===== config.mk =====
export PLATFORM = sky130hd
export DESIGN_NAME = exec_core
export DESIGN_NICKNAME = d
export VERILOG_FILES = /design/src/exec_pkg.sv /design/src/exec_core.sv /design/src/execute.sv /design/src/cfu.sv /design/src/meta_unit.sv /design/src/alu.sv
export SDC_FILE = /design/constraint.sdc
export NUM_CORES = 1
export LEC_CHECK = 0
export BUFFER_PORTS_ARGS = -buffer_cell sky130_fd_sc_hd__buf_2
export CAP_MARGIN = 20
export CORE_UTILIZATION = 35
export CTS_BUF_LIST = sky130_fd_sc_hd__clkbuf_4 sky130_fd_sc_hd__clkbuf_8
export CTS_CLUSTER_DIAMETER = 50
export DETAILED_ROUTE_END_ITERATION = 10
export PLACE_DENSITY_LB_ADDON = 0.08
export SYNTH_ARGS = -nofsm -noshare
export SYNTH_HDL_FRONTEND = slang
export SYNTH_HIERARCHICAL = 1
export SYNTH_SLANG_ARGS = --single-unit

===== constraint.sdc =====
create_clock -name clk -period 10.39 [get_ports clk]
set_input_delay 1.039 -clock clk [delete_from_list [all_inputs] [get_ports clk]]
set_output_delay 1.039 -clock clk [all_outputs]
set_load 0.01 [all_outputs]

===== src/exec_pkg.sv =====
package exec_pkg;

  // Opcode encodings, 7 bits to match the decoder output
  // Zero is reserved for NOP so an idle opcode bus is harmless
  localparam logic [6:0] CMD_NOP   = 7'd0;

  // Arithmetic
  localparam logic [6:0] CMD_ADD   = 7'd1;
  localparam logic [6:0] CMD_ADC   = 7'd2;
  localparam logic [6:0] CMD_INC   = 7'd3;
  localparam logic [6:0] CMD_SUB   = 7'd4;
  localparam logic [6:0] CMD_SBB   = 7'd5;
  localparam logic [6:0] CMD_DEC   = 7'd6;
  localparam logic [6:0] CMD_CMP   = 7'd7;

  // Logic, shift and rotate
  localparam logic [6:0] CMD_AND   = 7'd8;
  localparam logic [6:0] CMD_TEST  = 7'd9;
  localparam logic [6:0] CMD_OR    = 7'd10;
  localparam logic [6:0] CMD_XOR   = 7'd11;
  localparam logic [6:0] CMD_NOT   = 7'd12;
  localparam logic [6:0] CMD_SHL   = 7'd13;
  localparam logic [6:0] CMD_SHR   = 7'd14;
  localparam logic [6:0] CMD_ROL   = 7'd15;
  localparam logic [6:0] CMD_ROR   = 7'd16;

  // Stack and ECX adjustments, done by the ALU on opnd1/opnd2
  localparam logic [6:0] CMD_PUSH  = 7'd17;
  localparam logic [6:0] CMD_POP   = 7'd18;
  localparam logic [6:0] CMD_CALL  = 7'd19;
  localparam logic [6:0] CMD_RET   = 7'd20;
  localparam logic [6:0] CMD_LOOP  = 7'd21;

  // Moves
  localparam logic [6:0] CMD_MOV   = 7'd22;
  localparam logic [6:0] CMD_MOVSX = 7'd23;
  localparam logic [6:0] CMD_MOVZX = 7'd24;
  localparam logic [6:0] CMD_LEA   = 7'd25;
  localparam logic [6:0] CMD_XCHG  = 7'd26;

  // Flag manipulation
  localparam logic [6:0] CMD_STC   = 7'd27;
  localparam logic [6:0] CMD_CLC   = 7'd28;
  localparam logic [6:0] CMD_STD   = 7'd29;
  localparam logic [6:0] CMD_CLD   = 7'd30;
  localparam logic [6:0] CMD_LAHF  = 7'd31;
  localparam logic [6:0] CMD_SAHF  = 7'd32;

  // Branches
  localparam logic [6:0] CMD_JMP   = 7'd33;
  localparam logic [6:0] CMD_JZ    = 7'd34;
  localparam logic [6:0] CMD_JNZ   = 7'd35;
  localparam logic [6:0] CMD_JC    = 7'd36;

  // EFLAGS bit positions
  localparam logic [4:0] EFLAGS_CF = 5'd0;
  localparam logic [4:0] EFLAGS_PF = 5'd2;
  localparam logic [4:0] EFLAGS_AF = 5'd4;
  localparam logic [4:0] EFLAGS_ZF = 5'd6;
  localparam logic [4:0] EFLAGS_SF = 5'd7;
  localparam logic [4:0] EFLAGS_DF = 5'd10;
  localparam logic [4:0] EFLAGS_OF = 5'd11;

  // Bit 1 always reads as one
  localparam logic [31:0] EFLAGS_RESET = 32'h2;

  // ALU control word layout
  localparam int ALU_CNTL_W        = 14;
  localparam int ALU_C_ADD         = 0;
  localparam int ALU_C_SUB         = 1;
  localparam int ALU_C_AND         = 2;
  localparam int ALU_C_OR          = 3;
  localparam int ALU_C_XOR         = 4;
  localparam int ALU_C_SHL         = 5;
  localparam int ALU_C_SHR         = 6;
  localparam int ALU_C_ROL         = 7;
  localparam int ALU_C_ROR         = 8;
  localparam int ALU_C_SRC_INV     = 9;
  localparam int ALU_C_SRC_INC     = 10;
  localparam int ALU_C_USE_CARRY   = 11;
  localparam int ALU_C_CLEAR_CF_OF = 12;
  localparam int ALU_C_KEEP_CF     = 13;

  // Field view of EFLAGS, low byte laid out as in LAHF/SAHF
  typedef struct packed {
    logic [19:0] rsvd;
    logic        of;
    logic        df;
    logic        if_;
    logic        tf;
    logic        sf;
    logic        zf;
    logic        r5;
    logic        af;
    logic        r3;
    logic        pf;
    logic        r1;
    logic        cf;
  } eflags_bits_t;

  // Same 32 bits seen as a word or as named flags
  typedef union packed {
    logic [31:0]  raw;
    eflags_bits_t f;
  } eflags_t;

endpackage

===== src/exec_core.sv =====
`timescale 1ns/1ps

module exec_core (
  input  logic        clk,
  input  logic        rst_n,
  input  logic        step_valid,
  input  logic [6:0]  opc,
  input  logic [31:0] opnd0_r,
  input  logic [31:0] opnd1_r,
  input  logic [31:0] opnd2_r,
  input  logic [3:0]  instr_len,
  input  logic        ecx_is_zero,
  output logic        done,
  output logic [31:0] opnd0_w,
  output logic [31:0] opnd1_w,
  output logic [31:0] eflags,
  output logic [31:0] eip
);

  exec_pkg::eflags_t eflags_q;
  exec_pkg::eflags_t nxt_eflags;
  logic [31:0]       nxt_eip;
  logic [31:0]       exe_opnd0_w;
  logic [31:0]       exe_opnd1_w;

  // Whole step is combinational from the current state
  execute execute_i (
    .opc         (opc),
    .eflags      (eflags_q),
    .ecx_is_zero (ecx_is_zero),
    .eip         (eip),
    .instr_len   (instr_len),
    .opnd0_r     (opnd0_r),
    .opnd1_r     (opnd1_r),
    .opnd2_r     (opnd2_r),
    .next_eflags (nxt_eflags),
    .next_eip    (nxt_eip),
    .opnd0_w     (exe_opnd0_w),
    .opnd1_w     (exe_opnd1_w)
  );

  always_ff @(posedge clk) begin
    if (!rst_n) begin
      done         <= 1'b0;
      eflags_q.raw <= exec_pkg::EFLAGS_RESET;
      eip          <= 32'd0;
      opnd0_w      <= 32'd0;
      opnd1_w      <= 32'd0;
    end else begin
      // One-cycle pulse per accepted step
      done <= step_valid;
      // State and results only move on a step
      if (step_valid) begin
        eflags_q <= nxt_eflags;
        eip      <= nxt_eip;
        opnd0_w  <= exe_opnd0_w;
        opnd1_w  <= exe_opnd1_w;
      end
    end
  end

  assign eflags = eflags_q.raw;

endmodule


===== src/execute.sv =====
`timescale 1ns/1ps

module execute (
  input  logic [6:0]        opc,
  input  exec_pkg::eflags_t eflags,
  input  logic              ecx_is_zero,
  input  logic [31:0]       eip,
  input  logic [3:0]        instr_len,
  input  logic [31:0]       opnd0_r,
  input  logic [31:0]       opnd1_r,
  input  logic [31:0]       opnd2_r,
  output exec_pkg::eflags_t next_eflags,
  output logic [31:0]       next_eip,
  output logic [31:0]       opnd0_w,
  output logic [31:0]       opnd1_w
);

  logic [127:0]                    opc_1hot;
  logic                            is_adjust;
  logic                            op_add;
  logic                            op_sub;
  logic                            op_and;
  logic                            op_or;
  logic                            op_xor;
  logic                            op_shift;
  logic                            exe_is_alu;
  logic                            exe_is_mu;
  logic                            exe_is_meta;
  logic                            alu_no_wr;
  logic                            alu_no_flags;
  logic [exec_pkg::ALU_CNTL_W-1:0] alu_cntl;
  logic [31:0]                     alu_a;
  logic [31:0]                     alu_b;
  logic [31:0]                     alu_result;
  logic                            alu_cf;
  logic                            alu_pf;
  logic                            alu_af;
  logic                            alu_zf;
  logic                            alu_sf;
  logic                            alu_of;
  exec_pkg::eflags_t               alu_eflags;
  logic [31:0]                     mu_opnd0_w;
  logic [31:0]                     mu_opnd1_w;
  logic                            ah_wr;
  logic [31:0]                     meta_result;
  exec_pkg::eflags_t               meta_eflags;

  assign opc_1hot = 128'd1 << opc;

  // Stack pointer and ECX updates borrow the adder
  assign is_adjust = opc_1hot[exec_pkg::CMD_PUSH] | opc_1hot[exec_pkg::CMD_POP] |
                     opc_1hot[exec_pkg::CMD_CALL] | opc_1hot[exec_pkg::CMD_RET] |
                     opc_1hot[exec_pkg::CMD_LOOP];

  // POP and RET add, PUSH, CALL and LOOP subtract
  assign op_add = opc_1hot[exec_pkg::CMD_ADD] | opc_1hot[exec_pkg::CMD_ADC] |
                  opc_1hot[exec_pkg::CMD_INC] | opc_1hot[exec_pkg::CMD_POP] |
                  opc_1hot[exec_pkg::CMD_RET];
  assign op_sub = opc_1hot[exec_pkg::CMD_SUB] | opc_1hot[exec_pkg::CMD_SBB] |
                  opc_1hot[exec_pkg::CMD_DEC] | opc_1hot[exec_pkg::CMD_CMP] |
                  opc_1hot[exec_pkg::CMD_PUSH] | opc_1hot[exec_pkg::CMD_CALL] |
                  opc_1hot[exec_pkg::CMD_LOOP];
  assign op_and = opc_1hot[exec_pkg::CMD_AND] | opc_1hot[exec_pkg::CMD_TEST];
  assign op_or  = opc_1hot[exec_pkg::CMD_OR];
  // NOT is XOR against all ones
  assign op_xor = opc_1hot[exec_pkg::CMD_XOR] | opc_1hot[exec_pkg::CMD_NOT];
  assign op_shift = opc_1hot[exec_pkg::CMD_SHL] | opc_1hot[exec_pkg::CMD_SHR] |
                    opc_1hot[exec_pkg::CMD_ROL] | opc_1hot[exec_pkg::CMD_ROR];

  assign exe_is_alu = op_add | op_sub | op_and | op_or | op_xor | op_shift;

  // Compares only set flags
  assign alu_no_wr = opc_1hot[exec_pkg::CMD_CMP] | opc_1hot[exec_pkg::CMD_TEST];
  // NOT and the adjustments leave EFLAGS alone
  assign alu_no_flags = opc_1hot[exec_pkg::CMD_NOT] | is_adjust;

  always_comb begin
    alu_cntl = '0;
    alu_cntl[exec_pkg::ALU_C_ADD]     = op_add;
    alu_cntl[exec_pkg::ALU_C_SUB]     = op_sub;
    alu_cntl[exec_pkg::ALU_C_AND]     = op_and;
    alu_cntl[exec_pkg::ALU_C_OR]      = op_or;
    alu_cntl[exec_pkg::ALU_C_XOR]     = op_xor;
    alu_cntl[exec_pkg::ALU_C_SHL]     = opc_1hot[exec_pkg::CMD_SHL];
    alu_cntl[exec_pkg::ALU_C_SHR]     = opc_1hot[exec_pkg::CMD_SHR];
    alu_cntl[exec_pkg::ALU_C_ROL]     = opc_1hot[exec_pkg::CMD_ROL];
    alu_cntl[exec_pkg::ALU_C_ROR]     = opc_1hot[exec_pkg::CMD_ROR];
    alu_cntl[exec_pkg::ALU_C_SRC_INV] = op_sub;
    // SBB gets its carry-in from CF instead
    alu_cntl[exec_pkg::ALU_C_SRC_INC] = op_sub & ~opc_1hot[exec_pkg::CMD_SBB];
    alu_cntl[exec_pkg::ALU_C_USE_CARRY] = opc_1hot[exec_pkg::CMD_ADC] |
                                          opc_1hot[exec_pkg::CMD_SBB];
    alu_cntl[exec_pkg::ALU_C_CLEAR_CF_OF] = op_and | opc_1hot[exec_pkg::CMD_OR] |
                                            opc_1hot[exec_pkg::CMD_XOR];
    alu_cntl[exec_pkg::ALU_C_KEEP_CF] = opc_1hot[exec_pkg::CMD_INC] |
                                        opc_1hot[exec_pkg::CMD_DEC];
  end

  // Adjustments shift the operands down by one slot
  assign alu_a = is_adjust ? opnd1_r : opnd0_r;
  assign alu_b = is_adjust                      ? opnd2_r :
                 alu_cntl[exec_pkg::ALU_C_KEEP_CF] ? 32'd1 :
                 opc_1hot[exec_pkg::CMD_NOT]       ? 32'hffff_ffff :
                 opnd1_r;

  alu alu_i (
    .cntl    (alu_cntl),
    .cf_in   (eflags.f.cf),
    .af_in   (eflags.f.af),
    .opnd0_r (alu_a),
    .opnd1_r (alu_b),
    .result  (alu_result),
    .cf      (alu_cf),
    .pf      (alu_pf),
    .af      (alu_af),
    .zf      (alu_zf),
    .sf      (alu_sf),
    .of      (alu_of)
  );

  // Status flags merged into the current EFLAGS
  always_comb begin
    alu_eflags      = eflags;
    alu_eflags.f.of = alu_of;
    alu_eflags.f.sf = alu_sf;
    alu_eflags.f.zf = alu_zf;
    alu_eflags.f.af = alu_af;
    alu_eflags.f.pf = alu_pf;
    alu_eflags.f.cf = alu_cf;
  end

  // LEA arrives with the address already in opnd1_r, so it is a plain move
  assign exe_is_mu = opc_1hot[exec_pkg::CMD_MOV]   | opc_1hot[exec_pkg::CMD_LEA] |
                     opc_1hot[exec_pkg::CMD_MOVSX] | opc_1hot[exec_pkg::CMD_MOVZX] |
                     opc_1hot[exec_pkg::CMD_XCHG];

  assign mu_opnd0_w = opc_1hot[exec_pkg::CMD_MOVSX] ? {{24{opnd1_r[7]}}, opnd1_r[7:0]} :
                      opc_1hot[exec_pkg::CMD_MOVZX] ? {24'd0, opnd1_r[7:0]} :
                      opnd1_r;
  // Only XCHG writes the second operand
  assign mu_opnd1_w = opc_1hot[exec_pkg::CMD_XCHG] ? opnd0_r : opnd1_r;

  assign exe_is_meta = opc_1hot[exec_pkg::CMD_STC] | opc_1hot[exec_pkg::CMD_CLC] |
                       opc_1hot[exec_pkg::CMD_STD] | opc_1hot[exec_pkg::CMD_CLD] |
                       opc_1hot[exec_pkg::CMD_LAHF] | opc_1hot[exec_pkg::CMD_SAHF];

  // EAX comes in on opnd0
  meta_unit meta_i (
    .opc       (opc),
    .flags_in  (eflags),
    .opnd_in   (opnd0_r),
    .ah_wr     (ah_wr),
    .result    (meta_result),
    .flags_out (meta_eflags)
  );

  // Every step moves EIP somewhere
  cfu cfu_i (
    .opc         (opc),
    .flags       (eflags),
    .ecx_is_zero (ecx_is_zero),
    .eip         (eip),
    .instr_len   (instr_len),
    .target      (opnd0_r),
    .ret_addr    (opnd2_r),
    .next_eip    (next_eip)
  );

  // Write operand 0: LAHF, then ALU, then moves, otherwise untouched
  assign opnd0_w = ah_wr                                      ? meta_result :
                   (exe_is_alu && !alu_no_wr && !is_adjust) ? alu_result  :
                   exe_is_mu                                  ? mu_opnd0_w  :
                   opnd0_r;

  // Write operand 1 carries the adjusted ESP or ECX
  assign opnd1_w = exe_is_mu ? mu_opnd1_w :
                   is_adjust ? alu_result :
                   opnd1_r;

  assign next_eflags = (exe_is_alu && !alu_no_flags) ? alu_eflags  :
                       exe_is_meta                    ? meta_eflags :
                       eflags;

endmodule


===== src/cfu.sv =====
`timescale 1ns/1ps

module cfu (
  input  logic [6:0]        opc,
  input  exec_pkg::eflags_t flags,
  input  logic              ecx_is_zero,
  input  logic [31:0]       eip,
  input  logic [3:0]        instr_len,
  input  logic [31:0]       target,
  input  logic [31:0]       ret_addr,
  output logic [31:0]       next_eip
);

  logic [31:0] seq_eip;

  // Fall-through address
  assign seq_eip = eip + {28'd0, instr_len};

  always_comb begin
    case (opc)
      // Unconditional transfers
      exec_pkg::CMD_JMP,
      exec_pkg::CMD_CALL: next_eip = target;
      exec_pkg::CMD_RET:  next_eip = ret_addr;
      // Conditional branches test the flags from the last step
      exec_pkg::CMD_JZ:   next_eip = flags.f.zf ? target : seq_eip;
      exec_pkg::CMD_JNZ:  next_eip = flags.f.zf ? seq_eip : target;
      exec_pkg::CMD_JC:   next_eip = flags.f.cf ? target : seq_eip;
      // ECX comes in already decremented
      exec_pkg::CMD_LOOP: next_eip = ecx_is_zero ? seq_eip : target;
      default:            next_eip = seq_eip;
    endcase
  end

endmodule


===== src/meta_unit.sv =====
`timescale 1ns/1ps

module meta_unit (
  input  logic [6:0]       opc,
  input  exec_pkg::eflags_t flags_in,
  input  logic [31:0]      opnd_in,
  output logic             ah_wr,
  output logic [31:0]      result,
  output exec_pkg::eflags_t flags_out
);

  always_comb begin
    // Everything passes through unless the opcode says otherwise
    flags_out = flags_in;
    result    = opnd_in;
    ah_wr     = 1'b0;
    case (opc)
      exec_pkg::CMD_STC: flags_out.f.cf = 1'b1;
      exec_pkg::CMD_CLC: flags_out.f.cf = 1'b0;
      exec_pkg::CMD_STD: flags_out.f.df = 1'b1;
      exec_pkg::CMD_CLD: flags_out.f.df = 1'b0;
      exec_pkg::CMD_LAHF: begin
        // AH gets SF:ZF:0:AF:0:PF:1:CF
        result[15:8] = {flags_in.f.sf, flags_in.f.zf, 1'b0, flags_in.f.af,
                        1'b0, flags_in.f.pf, 1'b1, flags_in.f.cf};
        ah_wr = 1'b1;
      end
      exec_pkg::CMD_SAHF: begin
        // AH bits sit at the same offsets as the low EFLAGS byte
        flags_out.f.sf = opnd_in[8 + exec_pkg::EFLAGS_SF];
        flags_out.f.zf = opnd_in[8 + exec_pkg::EFLAGS_ZF];
        flags_out.f.af = opnd_in[8 + exec_pkg::EFLAGS_AF];
        flags_out.f.pf = opnd_in[8 + exec_pkg::EFLAGS_PF];
        flags_out.f.cf = opnd_in[8 + exec_pkg::EFLAGS_CF];
      end
      default: begin
        // Not a flag op, outputs stay as passed through
        ah_wr = 1'b0;
      end
    endcase
  end

endmodule


===== src/alu.sv =====
`timescale 1ns/1ps

module alu (
  input  logic [exec_pkg::ALU_CNTL_W-1:0] cntl,
  input  logic                            cf_in,
  input  logic                            af_in,
  input  logic [31:0]                     opnd0_r,
  input  logic [31:0]                     opnd1_r,
  output logic [31:0]                     result,
  output logic                            cf,
  output logic                            pf,
  output logic                            af,
  output logic                            zf,
  output logic                            sf,
  output logic                            of
);

  logic [31:0] src_b;
  logic        carry_in;
  logic [32:0] sum;
  logic [4:0]  cnt;
  logic [32:0] shl_ext;
  logic [32:0] shr_ext;
  logic [63:0] rol_ext;
  logic [63:0] ror_ext;
  logic        arith;
  logic        cf_raw;
  logic        of_raw;

  // Subtract runs through the adder as a + ~b + 1
  assign src_b = cntl[exec_pkg::ALU_C_SRC_INV] ? ~opnd1_r : opnd1_r;

  // SBB takes the inverted borrow as carry-in, ADC the plain carry
  assign carry_in = cntl[exec_pkg::ALU_C_USE_CARRY] ?
                    (cf_in ^ cntl[exec_pkg::ALU_C_SRC_INV]) :
                    cntl[exec_pkg::ALU_C_SRC_INC];

  assign sum = {1'b0, opnd0_r} + {1'b0, src_b} + {32'd0, carry_in};

  // Shift count, low five bits only
  assign cnt = opnd1_r[4:0];

  // Extra bit on each side catches the last bit shifted out
  assign shl_ext = {1'b0, opnd0_r} << cnt;
  assign shr_ext = {opnd0_r, 1'b0} >> cnt;

  // Doubled word turns a shift into a rotate
  assign rol_ext = {opnd0_r, opnd0_r} << cnt;
  assign ror_ext = {opnd0_r, opnd0_r} >> cnt;

  assign arith = cntl[exec_pkg::ALU_C_ADD] | cntl[exec_pkg::ALU_C_SUB];

  always_comb begin
    // Adder result by default
    result = sum[31:0];
    // Carry out, or borrow when subtracting
    cf_raw = sum[32] ^ cntl[exec_pkg::ALU_C_SRC_INV];
    // Same-sign inputs giving a different-sign sum
    of_raw = (opnd0_r[31] == src_b[31]) && (sum[31] != opnd0_r[31]);
    if (cntl[exec_pkg::ALU_C_AND]) begin
      result = opnd0_r & opnd1_r;
    end else if (cntl[exec_pkg::ALU_C_OR]) begin
      result = opnd0_r | opnd1_r;
    end else if (cntl[exec_pkg::ALU_C_XOR]) begin
      result = opnd0_r ^ opnd1_r;
    end else if (cntl[exec_pkg::ALU_C_SHL]) begin
      result = shl_ext[31:0];
      // Zero count leaves the carry alone
      cf_raw = (cnt == 5'd0) ? cf_in : shl_ext[32];
      of_raw = shl_ext[31] ^ shl_ext[32];
    end else if (cntl[exec_pkg::ALU_C_SHR]) begin
      result = shr_ext[32:1];
      cf_raw = (cnt == 5'd0) ? cf_in : shr_ext[0];
      of_raw = opnd0_r[31];
    end else if (cntl[exec_pkg::ALU_C_ROL]) begin
      result = rol_ext[63:32];
      // Bit rotated into the LSB
      cf_raw = (cnt == 5'd0) ? cf_in : rol_ext[32];
      of_raw = rol_ext[63] ^ rol_ext[32];
    end else if (cntl[exec_pkg::ALU_C_ROR]) begin
      result = ror_ext[31:0];
      // Bit rotated into the MSB
      cf_raw = (cnt == 5'd0) ? cf_in : ror_ext[31];
      of_raw = ror_ext[31] ^ ror_ext[30];
    end
  end

  assign zf = (result == 32'd0);
  assign sf = result[31];
  // Even parity of the low byte
  assign pf = ~^result[7:0];

  // Carry into bit 4, inverted to a borrow for subtract
  // Non-arithmetic ops keep the old AF
  assign af = arith ? (opnd0_r[4] ^ src_b[4] ^ sum[4] ^ cntl[exec_pkg::ALU_C_SRC_INV]) :
              af_in;

  // INC and DEC never touch CF, logic ops clear it
  assign cf = cntl[exec_pkg::ALU_C_KEEP_CF]     ? cf_in :
              cntl[exec_pkg::ALU_C_CLEAR_CF_OF] ? 1'b0  :
              cf_raw;
  assign of = cntl[exec_pkg::ALU_C_CLEAR_CF_OF] ? 1'b0 : of_raw;

endmodule


# Word-level counts from Yosys, hierarchy flattened
# Cells that the tools add are included.
# totals
ff_bits	104
latchBits	0
mem_bits_rw	0
romBits	0
inputBits	111
n_memories	0
# classes
addsub	3
n_mul	0
div_mod_pow	0
order_cmp	0
eq_ne	21
shift	5
muxes	57
bitwise_logic	54
n_reduce_logical	20
# op_table
op	count
32-bit 2-to-1 mux	24
32-bit one-hot mux with 6 select lines	1
64-bit by 5-bit left shift with 64-bit output	1
64-bit by 5-bit right shift with 32-bit output	1
7-bit by 5-bit equality test with 1-bit output, second input constant	8
1-bit OR	39
7-bit by 6-bit equality test with 1-bit output, second input constant	5
32-bit by 32-bit adder with 33-bit output	1
33-bit by 1-bit adder with 33-bit output	1
1-bit by 7-bit left shift with 33-bit output, first input constant	1
32-bit by 5-bit left shift with 33-bit output	1
33-bit by 5-bit right shift with 33-bit output	1
32-bit by 4-bit adder with 32-bit output	1
32-bit bitwise AND	1
32-bit zero test	1
32-bit inverter	1
32-bit OR	1
32-bit bitwise XOR	1
7-bit inequality test, second input constant	4
1-bit 2-to-1 mux	26
12-bit 2-to-1 mux	1
11-bit 2-to-1 mux	1
8-bit 2-to-1 mux	1
4-bit AND reduction	2
other kinds (19)	35

# Logic depth before layout (Yosys ltp)
# logic_depth
ltp_word	21
ltp_mapped	36
depth_no_buf	27

# Modules after synthesis
# The synthesis kept the hierarchy.
# by_module_without_submodules
module	n_inst	cells_per_inst	area_per_inst_um2
alu	1	1473	10854.2
exec_core	1	415	4983.5
execute	1	535	3469.6
cfu	1	215	1515.2
meta_unit	1	80	639.4

# Worst setup path after synthesis
# No wires, ideal clock.
# synth_path
path_kind	in2reg
startpoint	input opc[3]
endpoint	register eflags_q (netlist bit eflags[6])
t_arrival_ps	7646
t_required_ps	10325
slack_ps	2678
cell_stages	35
path_buffers	9
cell_sequence	buf_4 > buf_2 > or3b_2 > a21oi_1 > o21a_2 > buf_6 > o221a_2 > clkbuf_8 > clkbuf_1 > clkbuf_1 > buf_1 > buf_1 > clkbuf_1 > xor2_1 > ha_1 > a21oi_1 > o21ai_0 > a21o_1 > a21oi_1 > xor2_1 > nor2_1 > a21oi_1 > o21ai_0 > a21oi_1 > o31a_1 > ha_1 > nand4_1 > a211oi_1 > or4b_1 > nor4_2 > nand4b_1 > nor4b_2 > mux2_2 > mux2i_1 > nor2b_1
# synth_rtl
element	line_no	text
from (decl)	exec_core.sv:7	input logic [6:0] opc,
to (signal assigned)	exec_core.sv:54	eflags_q <= nxt_eflags;
to (decl)	exec_core.sv:20	exec_pkg::eflags_t eflags_q;

==> impl_metrics.tcl <==
set metrics [dict create \
    p_leak_nw 10.1 \
    die_x_um 250 \
    syn_area_per_cell_um2 7.90 \
    post-dp-hpwl_um 84700 \
    report.final.slew_viol_count 0 \
    whs_path_depth 2 \
    placed_cells 3536 \
    synth.most_common_cell "nand2_1" \
    multi_input_area_um2 16700 \
    io_buffers 239 \
    synthArstFlopShare_pct 0 \
    viasPerCell 6.51 \
    finalNetCount 2992 \
    first_pass_iters 6 \
    path_buf_inv 1 \
    ys.flop_type "dfxtp_1" \
    core-area_um2 60500 \
    io-pin-count 240 \
    ys_ff_latch 129 \
    overflow 0 \
    cp.arrival_ns 9.01 \
    start_util_pct 35.5 \
    post-synth-top-area-cell "dfxtp_1" \
    die_y_um 250 \
    total_power_mw 2.38 \
    reg2reg_depth 23 \
    wl_per_cell_um 31.3 \
    cts_htree_levels 4 \
    yosys-top-cells-count "nand2_1, mux2i_1, a21oi_1" \
    clk_latency_ns 0.48 \
    worstPathMaxFanout 47 \
    post_cts_buffers 0 \
    rows 90 \
    drc 0 \
    start_kind "input port" \
    gp_congestion 1.05 \
    final.setup_skew_ns 0.0174 \
    critical_path.top_delay_family "compound AO/OA/AOI/OAI gates" \
    synth_fp_nets 2936 \
    drive_gt1_share_pct 22.1 \
    max_stage_delay_ns 0.88 \
    status "finished, final reports clean" \
    regArea_um2 2580 \
    track_usage_pct 34.8 \
    hp-class "flip-flop to flip-flop" \
    clk_pin_slew_worst_paths_ns 0.09 \
    cts_buffers 17 \
    vdd_ir_drop_max_mv 0.0834 \
    root_buffer "clkbuf_8" \
    finalWirelength_um 112000 \
    ys_warn_count 6 \
    worst_slew_pin_slew_ns 1.20 \
    synth_edf_count 0 \
    synth.distinct_cells 120 \
    cpMostUsedCell "a21oi_1" \
    crit_type "input port to flip-flop" \
    setup_viol 0 \
    netlist.area_leader.share_pct 12.0 \
    yosys-top-cells-area "dfxtp_1, mux2i_1, ha_1, nand2_1, mux4_2" \
    powerDensity_nw_per_um2 103 \
    antenna_found_initial 11 \
    ys_seq_area_share_pct 12.0 \
    vias 23300 \
    fillers 6308 \
    cp.required_ns 10.82 \
    cp.depth 28 \
    hold_viol_final 0 \
    cts_sinks 129 \
    slowest_stage "o221a_4" \
    fp.dieArea_um2 62300 \
    fin_setup_tns_ns 0 \
    fmax_mhz 117 \
    relSlewSlack_pct 18.7 \
    cts.path.max_buffers 2 \
    grt_pass1_vias 21700 \
    grt_pass1_wl_um 160000 \
    rsz0062_at_grt "no" \
    post_cts_resized 0 \
    syn-instance-count 2718 \
    stdcell_count 3575 \
    drt_iter0_drc 3074 \
    detail-route-antenna-nets 0 \
    cts_hold_buf 0 \
    maxCapViolations 0 \
    area_growth_pct 7.23 \
    tritoncts "yes" \
    min_period_over_period_pct 82.6 \
    fin_hold_ws_ns 0.519 \
    fin_crit_ns 8.58 \
    synth_area_um2 21500 \
    grt_max_degree 130 \
    worstSetupEndpointType "flip-flop" \
]
-- tightest hold or removal path, delay by kind of cell, from the launching register on --
family	cells	cell delay (ns)
flops	1	0.33
mux	1	0.07
simple gates	1	0.09
-- power by group --
group | switching (mW) | internal, mW | total [mW]
logic | 0.889 | 0.477 | 1.37
registers | 0.0171 | 0.517 | 0.534
clock network | 0.245 | 0.231 | 0.476
-- layout make-up --
cell class,instances,share of cell area (%)
clock buffer,19,1.14
inverter,115,1.88
clock inverter,12,0.642
multi-input combinational,2191,72.7
tap,782,4.25
sequential,129,11.2
antenna,7,0.0761
timing repair buffer,320,8.14
-- layer usage --
layer | share of wire [%] | wire length [um] | track usage [%] | vias up
met1 | 42 | 47300 | 46.3 | 11400
li1 | - | - | - | 10200
met4 | 5.6 | 6330 | 17.5 | 6
met5 | 0.10 | 112 | 0 | -
met3 | 9.8 | 10900 | 7.92 | 295
met2 | 42 | 47400 | 52.3 | 1398
-- flip-flops by register name, summed over array words and instances, names as in the netlist --
| signal | flops |
|---|---|
| done | 1 |
| eip | 32 |
| opnd1_w | 32 |
| eflags | 32 |
| opnd0_w | 32 |
-- per-stage QoR --
step | worst slack (ns) | utilization (%) | area, um2
2_1_floorplan | 2.68 | - | 21500
3_3_place_gp | 1.58 | 37.3 | 22500
3_5_place_dp | 1.54 | 37.3 | 22600
4_1_cts | 2.07 | 38.0 | 23000
5_1_grt | 1.45 | 38.0 | 23000
6_report | 1.81 | 38.1 | 23000
-- kinds of logic after synthesis --
family	after synthesis	synth area share [%]
simple gates	864	20.3
compound gates	774	25.9
buf+inv	398	10.4
mux	357	21.3
flops	129	12.0
fa+ha+maj	107	6.34
xor+xnor	89	3.63
-- final timing paths --
check | start | to | slack, ns
setup / recovery | opc[2] | eflags[6] | 1.81
hold / removal | opnd0_w[3] | opnd0_w[3] | 0.52
setup reg to reg | eflags[0] | eflags[6] | 4.23
hold reg to reg | opnd0_w[3] | opnd0_w[3] | 0.52
-- cell usage in the layout (no fill, tap or decap), drive strengths merged, types with 10 or more instances in the layout --
master and n:
and2 15, dfxtp 129, o21a 11, nand2b 31
xor2 73, o211ai 18, nand2 319, nor3 37
a221oi 12, o221ai 11, o31a 10, a211oi 55
xnor2 16, nand3 46, and3 23, inv 119
a22oi 77, o21ai 155, a31oi 22, a221o 29
mux2 93, ha 104, nor4 10, o22ai 24
a21o 27, nor2 141, or3 13, clkbuf 19
o31ai 10, a311oi 14, o221a 34, buf 320
mux4 65, nor2b 146, a21oi 156, mux2i 199
nand4 28
Note: power is estimated with default switching activity, not from simulation.
